**src/cgra_cfg.svh**
```systemverilog
// CGRA configuration macros
// array geometry and datapath widths shared by the package and the RTL

`ifndef CGRA_CFG_SVH
`define CGRA_CFG_SVH

// PE rows, north to south
`define CGRA_ROWS 4

// PE columns, one input and one output lane each
`define CGRA_COLS 4

// operand width in bits
`define CGRA_DATA_WIDTH 32

// PE immediate width in bits
`define CGRA_IMM_WIDTH 16

`endif

```
**src/cgra_pkg.sv**
```systemverilog
// CGRA types
// datapath, configuration word and loader state types for the array

`include "cgra_cfg.svh"

package cgra_pkg;

    typedef logic [`CGRA_DATA_WIDTH-1:0] data_t;

    // zero-extended to data_t before use
    typedef logic [`CGRA_IMM_WIDTH-1:0] imm_t;

    typedef enum logic [1:0] {
        op_pass = 2'd0,
        op_add  = 2'd1,
        op_sub  = 2'd2,
        op_xor  = 2'd3
    } pe_op_t;

    // op in the top two bits, immediate below
    typedef logic [`CGRA_IMM_WIDTH+1:0] cfg_word_t;

    // row * cols + column, row 0 at the north edge
    typedef logic [3:0] pe_idx_t;

    typedef enum logic [1:0] {
        cfg_idle  = 2'd0,
        cfg_load  = 2'd1,
        cfg_ready = 2'd2,
        cfg_run   = 2'd3
    } cfg_state_t;

endpackage

```
**src/cgra_cfg_fsm.sv**
```systemverilog
// CGRA loader FSM
// sequences configuration loading and execution of the array

`timescale 1ns/1ps

module cgra_cfg_fsm (
    input  logic clk,
    input  logic rst,
    input  logic bitstream_enable,
    input  logic cfg_valid,
    input  logic execute,
    input  logic last_word,
    output logic cnt_clear,
    output logic cfg_accept,
    output logic run,
    output logic cfg_done
);

    import cgra_pkg::*;

    cfg_state_t state;
    cfg_state_t state_next;

    always_ff @(posedge clk) begin
        if (rst) begin
            state <= cfg_idle;
        end else begin
            state <= state_next;
        end
    end

    always_comb begin
        state_next = state;
        cnt_clear  = 1'b0;
        cfg_accept = 1'b0;
        case (state)
            cfg_idle: begin
                if (bitstream_enable) begin
                    cnt_clear  = 1'b1;
                    state_next = cfg_load;
                end
            end
            cfg_load: begin
                cfg_accept = cfg_valid;
                // leave once the sixteenth word is taken
                if (cfg_valid && last_word) begin
                    state_next = cfg_ready;
                end
            end
            cfg_ready: begin
                if (bitstream_enable) begin
                    cnt_clear  = 1'b1;
                    state_next = cfg_load;
                end else if (execute) begin
                    state_next = cfg_run;
                end
            end
            cfg_run: begin
                if (bitstream_enable) begin
                    cnt_clear  = 1'b1;
                    state_next = cfg_load;
                end else if (!execute) begin
                    state_next = cfg_ready;
                end
            end
            default: begin
                state_next = cfg_idle;
            end
        endcase
    end

    assign cfg_done = (state == cfg_ready) || (state == cfg_run);
    assign run      = (state == cfg_run);

endmodule

```
**src/cgra_cfg_counter.sv**
```systemverilog
// CGRA configuration counter
// steers each accepted configuration word to the next PE in order

`timescale 1ns/1ps

`include "cgra_cfg.svh"

module cgra_cfg_counter (
    input  logic              clk,
    input  logic              rst,
    input  logic              cnt_clear,
    input  logic              cfg_accept,
    output cgra_pkg::pe_idx_t pe_idx,
    output logic              last_word
);

    import cgra_pkg::*;

    localparam pe_idx_t LAST_IDX = pe_idx_t'(`CGRA_ROWS * `CGRA_COLS - 1);

    always_ff @(posedge clk) begin
        if (rst) begin
            pe_idx <= '0;
        end else if (cnt_clear) begin
            pe_idx <= '0;
        end else if (cfg_accept) begin
            // wraps to 0 after the last PE
            pe_idx <= (pe_idx == LAST_IDX) ? '0 : pe_idx + 1'b1;
        end
    end

    assign last_word = (pe_idx == LAST_IDX);

endmodule

```
**src/cgra_pe.sv**
```systemverilog
// CGRA processing element
// applies its configured op and immediate to each operand and holds
// the result in a one-entry elastic output register

`timescale 1ns/1ps

`include "cgra_cfg.svh"

module cgra_pe (
    input  logic                clk,
    input  logic                rst,
    input  logic                run,
    input  logic                cfg_write,
    input  cgra_pkg::cfg_word_t cfg_word,
    input  cgra_pkg::data_t     in_data,
    input  logic                in_valid,
    output logic                in_ready,
    output cgra_pkg::data_t     out_data,
    output logic                out_valid,
    input  logic                out_ready
);

    import cgra_pkg::*;

    pe_op_t op;
    imm_t   imm;
    logic   configured;
    data_t  result;
    logic   in_fire;

    // configuration register
    always_ff @(posedge clk) begin
        if (rst) begin
            op         <= op_pass;
            imm        <= '0;
            configured <= 1'b0;
        end else if (cfg_write) begin
            op         <= pe_op_t'(cfg_word[`CGRA_IMM_WIDTH +: 2]);
            imm        <= cfg_word[`CGRA_IMM_WIDTH-1:0];
            configured <= 1'b1;
        end
    end

    always_comb begin
        case (op)
            op_add:  result = in_data + data_t'(imm);
            op_sub:  result = in_data - data_t'(imm);
            op_xor:  result = in_data ^ data_t'(imm);
            default: result = in_data;
        endcase
    end

    // space when empty or draining this cycle
    assign in_ready = run && configured && (!out_valid || out_ready);
    assign in_fire  = in_valid && in_ready;

    always_ff @(posedge clk) begin
        if (rst) begin
            out_valid <= 1'b0;
        end else if (in_fire) begin
            out_valid <= 1'b1;
        end else if (out_ready) begin
            out_valid <= 1'b0;
        end
    end

    always_ff @(posedge clk) begin
        if (in_fire) begin
            out_data <= result;
        end
    end

endmodule

```
**src/cgra_array.sv**
```systemverilog
// CGRA PE mesh
// decodes configuration writes and chains PEs north to south per column

`timescale 1ns/1ps

`include "cgra_cfg.svh"

module cgra_array (
    input  logic                                       clk,
    input  logic                                       rst,
    input  logic                                       run,
    input  logic                                       cfg_accept,
    input  cgra_pkg::pe_idx_t                          pe_idx,
    input  cgra_pkg::cfg_word_t                        cfg_word,
    input  logic [`CGRA_COLS*`CGRA_DATA_WIDTH-1:0]     data_in,
    input  logic [`CGRA_COLS-1:0]                      data_in_valid,
    output logic [`CGRA_COLS-1:0]                      data_in_ready,
    output logic [`CGRA_COLS*`CGRA_DATA_WIDTH-1:0]     data_out,
    output logic [`CGRA_COLS-1:0]                      data_out_valid,
    input  logic [`CGRA_COLS-1:0]                      data_out_ready
);

    import cgra_pkg::*;

    localparam int ROWS   = `CGRA_ROWS;
    localparam int COLS   = `CGRA_COLS;
    localparam int DATA_W = `CGRA_DATA_WIDTH;

    logic [ROWS*COLS-1:0] cfg_write;

    // link row r feeds PE row r, row ROWS is the south edge
    data_t link_data  [0:ROWS][0:COLS-1];
    logic  link_valid [0:ROWS][0:COLS-1];
    logic  link_ready [0:ROWS][0:COLS-1];

    // one-hot write enable per PE
    always_comb begin
        for (int i = 0; i < ROWS * COLS; i++) begin
            cfg_write[i] = cfg_accept && (pe_idx == pe_idx_t'(i));
        end
    end

    for (genvar c = 0; c < COLS; c++) begin : g_edge
        // north edge
        assign link_data[0][c]  = data_in[c*DATA_W +: DATA_W];
        assign link_valid[0][c] = data_in_valid[c];
        assign data_in_ready[c] = link_ready[0][c];

        // south edge
        assign data_out[c*DATA_W +: DATA_W] = link_data[ROWS][c];
        assign data_out_valid[c]            = link_valid[ROWS][c];
        assign link_ready[ROWS][c]          = data_out_ready[c];
    end

    for (genvar r = 0; r < ROWS; r++) begin : g_row
        for (genvar c = 0; c < COLS; c++) begin : g_col
            cgra_pe u_pe (
                .clk       (clk),
                .rst       (rst),
                .run       (run),
                .cfg_write (cfg_write[r*COLS+c]),
                .cfg_word  (cfg_word),
                .in_data   (link_data[r][c]),
                .in_valid  (link_valid[r][c]),
                .in_ready  (link_ready[r][c]),
                .out_data  (link_data[r+1][c]),
                .out_valid (link_valid[r+1][c]),
                .out_ready (link_ready[r+1][c])
            );
        end
    end

endmodule

```
**src/cgra_top.sv**
```systemverilog
// CGRA top level
// 4x4 array with a serial configuration loader on a valid/ready
// streaming datapath

`timescale 1ns/1ps

`include "cgra_cfg.svh"

module cgra_top (
    input  logic                                       clk,
    input  logic                                       rst,
    input  logic                                       bitstream_enable,
    input  cgra_pkg::cfg_word_t                        cfg_word,
    input  logic                                       cfg_valid,
    input  logic                                       execute,
    output logic                                       cfg_done,
    input  logic [`CGRA_COLS*`CGRA_DATA_WIDTH-1:0]     data_in,
    input  logic [`CGRA_COLS-1:0]                      data_in_valid,
    output logic [`CGRA_COLS-1:0]                      data_in_ready,
    output logic [`CGRA_COLS*`CGRA_DATA_WIDTH-1:0]     data_out,
    output logic [`CGRA_COLS-1:0]                      data_out_valid,
    input  logic [`CGRA_COLS-1:0]                      data_out_ready
);

    import cgra_pkg::*;

    logic    cnt_clear;
    logic    cfg_accept;
    logic    run;
    logic    last_word;
    pe_idx_t pe_idx;

    cgra_cfg_fsm u_cfg_fsm (
        .clk              (clk),
        .rst              (rst),
        .bitstream_enable (bitstream_enable),
        .cfg_valid        (cfg_valid),
        .execute          (execute),
        .last_word        (last_word),
        .cnt_clear        (cnt_clear),
        .cfg_accept       (cfg_accept),
        .run              (run),
        .cfg_done         (cfg_done)
    );

    cgra_cfg_counter u_cfg_counter (
        .clk        (clk),
        .rst        (rst),
        .cnt_clear  (cnt_clear),
        .cfg_accept (cfg_accept),
        .pe_idx     (pe_idx),
        .last_word  (last_word)
    );

    cgra_array u_array (
        .clk            (clk),
        .rst            (rst),
        .run            (run),
        .cfg_accept     (cfg_accept),
        .pe_idx         (pe_idx),
        .cfg_word       (cfg_word),
        .data_in        (data_in),
        .data_in_valid  (data_in_valid),
        .data_in_ready  (data_in_ready),
        .data_out       (data_out),
        .data_out_valid (data_out_valid),
        .data_out_ready (data_out_ready)
    );

endmodule

```
**config.mk**
```make
export PLATFORM = sky130hd
export DESIGN_NAME = cgra_top
export DESIGN_NICKNAME = d
export VERILOG_FILES = /design/src/cgra_pkg.sv /design/src/cgra_cfg_fsm.sv /design/src/cgra_cfg_counter.sv /design/src/cgra_pe.sv /design/src/cgra_array.sv /design/src/cgra_top.sv
export VERILOG_INCLUDE_DIRS = /design/src
export SDC_FILE = /design/constraint.sdc
export NUM_CORES = 2
export LEC_CHECK = 0
export BUFFER_PORTS_ARGS = -buffer_cell sky130_fd_sc_hd__buf_2
export CAP_MARGIN = 20
export CORE_MARGIN = 2
export CORE_UTILIZATION = 40
export DETAILED_ROUTE_END_ITERATION = 8
export PLACE_DENSITY_LB_ADDON = 0.05
export SYNTH_ARGS = -nofsm -noshare
export SYNTH_HDL_FRONTEND = slang
export SYNTH_HIERARCHICAL = 1
export SYNTH_SLANG_ARGS = --single-unit
```
**constraint.sdc**
```tcl
create_clock -name clk -period 6 [get_ports clk]
set_clock_uncertainty 0.1 [all_clocks]
set_input_delay 0.6 -clock clk [delete_from_list [all_inputs] [get_ports clk]]
set_output_delay 0.6 -clock clk [all_outputs]
set_load 0.01 [all_outputs]
```
==> impl_results.md <==
- Synth Area in Compound Gates: 24.2%
- Drt total wl: 228000 um
- Dpl hpwl: 170000 um
- Htree depth: 3
- Initial Util: 40.2%
- Syn_nets: 9134
- Yosys reg bits: 838
- Largest family of logic cells by synthesized area: compound AO/OA/AOI/OAI gates
- Final setup fails: 0
- Vias per inst: about 5.7
- Synth warn: 6
- EDFF count, synth: 512
- Num ports: about 300
- Final nets: 9242
- Crit path time final: 5.01 ns
- Hold path endpoint: u_array/g_row[0].g_col[2].u_pe/out_data[30]$_DFFE_PP_
- Clock slew at reported path FFs: 0.06 ns
- Sequential cell fraction of total power: 42.7%
- Worst R2R End: u_array/g_row[2].g_col[2].u_pe/out_data[30]$_DFFE_PP_
- Critical Path Start: u_array/g_row[2].g_col[2].u_pe/imm[5]$_SDFFE_PP0P_
- Startpoint Class: flip-flop
- Largest net degree at the start of global routing: 156
- Port buffer count: ~300
- CTS tree: done
- Via count: a little over 60000
- PD cells: roughly 180 nW/um2
- Peak supply drop: 0.212 mV
- Sw frac: between 20% and 30%
- Layout overhead on the synthesized area: 10.4%
- CTS Buffer Depth: 3
- DIE HEIGHT: 430 um
- Adder-Cell Fraction of Synth Area: 10.4%
- Final setup TNS: 0 ns
- FP Rows: 156
- Crit share post-route: 83.5%
- Final Wtd Congestion: between 0.9 and 1
- Vias in the first global route: 58500
- CTS Hold Buffers Added: 2
- Reg2reg setup slack: 0.99 ns
- Wire length of the first global-routing pass: around 350000 um
- DRC viols: 0
- Detail Route Antenna Nets: 0
- Worst rel slew slack: 27.0%
- CP max FO: 9
- Max-slew violation count: 0
- P_leak: approximately 30 nW
- Synth area leaders: edfxtp_1 21%, ha_1 9.9%, dfxtp_1 9.0%
- Xor/xnor share of the synthesized area: 6.78%
- Hold Path Stages: 3
- Die area: between 150000 and 200000 um2
- Clock sink count: 838
- Worst setup path class: flip-flop to flip-flop
- WP data arrival: 5.39 ns
- Internal: around 11 mW
- Syn_area_per_cell: just under 9 um2
- Worst Tran Pin Value: around 1.1 ns
- Critical R2R Launch: u_array/g_row[2].g_col[2].u_pe/imm[5]$_SDFFE_PP0P_
- Final Util: 44.4%
- Core footprint: 181000 um2
- Area leader, netlist: edfxtp_1
- Cells after Synth: 8382
- Synth cell types: 125
- Status: completed
- Worst Hold Class: input pin to flip-flop
- Synth Area in Simple Gates: 15.9%
- Initial antenna violation count: 4
- Mux contribution to synthesized area: 8.45%
- Root Buffer: clkbuf_16
- DR iter-0 viols: ~4600
- Seq/Total Area, Yosys: ~30%
- Grt ovf: 0
- CTS Buf Count: between 100 and 150
- R2R depth: 17
- RSZ-0062 raised after global routing: false
- Cell Area, Synth: 72700 um2
- Psw: 3.63 mW
- Clock network power share: 45.9%
- Post-CTS resize count: 0
- GRT Util Overall: 23.6%
- Ys flop type: edfxtp_1
- Maxcap violations: 0
- Chip Width: 430 um
- Worst Setup End Kind: flip-flop
- Post-CTS Setup Bufs: 0
- Final hold viol count: 0
- Layout cells sized above 1: 13.1%
- Drt first pass iters: 6
- Top-area cell type share of the netlist area: a little over a fifth
- Worst-skew pair later-pin latency: 0.73 ns
- FMAX: 0.200 GHz
- Comb power frac: 11.4%
- Hold Startpoint: data_in[94]
- Routed len/inst: 20.8 um
- WP data required: 6.38 ns
- Asr flop ratio synth: 0%
==> layout make-up <==
type,instances,area [um2]
fill,17900,100000
multi-input combinational,6783,47900
sequential,838,21900
clock buffer,143,2970
tap,2370,2970
timing repair buffer,425,2700
inverter,339,1270
clock inverter,52,597
antenna,2,5.00
==> metal layers <==
layer / wire, um / track usage (%) / up-vias
met5: 0 / 0 / -
met4: 5530 / 6.34 / 0
met3: 8460 / 2.15 / 223
met2: 105000 / 39.0 / 1305
met1: 109000 / 32.9 / 29500
li1: - / - / 31100
==> registers in the layout, summed over array words and instances (netlist names) <==
name                                 count
u_cfg_counter/pe_idx                     4
u_array/g_row.g_col.u_pe/out_valid      16
u_cfg_fsm/state                          2
u_array/g_row.g_col.u_pe/imm           256
u_array/g_row.g_col.u_pe/configured     16
u_array/g_row.g_col.u_pe/op             32
u_array/g_row.g_col.u_pe/out_data      512
==> critical path, cell delays in order (launching register included) <==
cell and delay (ns):
dfxtp_1 0.36, nor3_1 0.36, nand2_1 0.15, nor4_1 0.28, nor2b_1 0.55, and2_1 0.40
nor3b_1 0.25, ha_1 0.27, mux2i_1 0.15, ha_1 0.33, and2_1 0.19, a221oi_1 0.40
o21ai_2 0.11, nor2_2 0.24, o311ai_4 0.16, o31ai_2 0.25, a211o_1 0.16, nand3_1 0.06
==> metrics by stage <==
stage | std cells | total power [mW] | hold slack [ns] | area [um2] | worst slack, ns
CTS | 10900 | 14.4 | 0.00714 | 80100 | 1.02
global route | 11000 | 14.8 | 0.0560 | 80300 | 0.326
finish | 11000 | 14.2 | 0.0804 | 80300 | 0.991
detailed placement | 10700 | 7.81 | 0.344 | 76500 | 1.04
global placement | 10700 | 7.80 | 0.337 | 76400 | 1.21
floorplan | 8382 | 7.32 | 0.327 | 72700 | 1.48
==> cells in the mapped netlist (all sizes together) (109+ instances only) <==
library cell,n
mux2i,344
nor2,1017
edfxtp,512
nand3,132
mux2,240
o21ai,577
xor2,157
inv,339
a21o,318
nand2,579
a31o,109
dfxtp,326
a22oi,210
xnor2,406
a21oi,562
nor3,206
ha,577
clkbuf,338
==> cells in the final DEF (no fill, tap or decap), drive strengths merged, types with 79 or more instances in the layout <==
| cell | instances |
|---|---|
| a21o | 318 |
| a21oi | 562 |
| a22oi | 210 |
| a31o | 109 |
| a31oi | 79 |
| and3 | 94 |
| buf | 420 |
| clkbuf | 146 |
| dfxtp | 326 |
| edfxtp | 512 |
| ha | 577 |
| inv | 341 |
| mux2 | 240 |
| mux2i | 344 |
| nand2 | 579 |
| nand2b | 89 |
| nand3 | 132 |
| nor2 | 1017 |
| nor3 | 206 |
| o21ai | 577 |
| o21bai | 97 |
| xnor2 | 406 |
| xor2 | 157 |
==> how the worst max path moves through the flow <==
stage,end,slack [ns],cells past startpoint
floorplan,u_array/g_row[1].g_col[0].u_pe/out_data[31]$_DFFE_PP_,1.48,17
global placement,u_array/g_row[2].g_col[2].u_pe/out_data[30]$_DFFE_PP_,1.21,17
detailed placement,u_array/g_row[2].g_col[2].u_pe/out_data[30]$_DFFE_PP_,1.04,17
CTS,u_array/g_row[2].g_col[2].u_pe/out_data[30]$_DFFE_PP_,1.02,17
global route,u_array/g_row[1].g_col[2].u_pe/out_data[30]$_DFFE_PP_,0.33,17
finish,u_array/g_row[2].g_col[2].u_pe/out_data[30]$_DFFE_PP_,0.99,17
==> power by group through the flow <==
stage	Sequential, mW	Clock (mW)	Combinational (mW)
finish	6.08	6.52	1.62
global route	6.08	6.95	1.78
CTS	6.08	6.74	1.62
detailed placement	6.20	0	1.61
global placement	6.20	0	1.60
floorplan	6.20	0	1.12
==> cells by family after synthesis <==
group,after synthesis
compound gates,2550
mux,584
simple gates,2493
buf+inv,761
fa+ha+maj,593
flops,838
xor+xnor,563
Note: power is estimated with default switching activity, not from simulation.
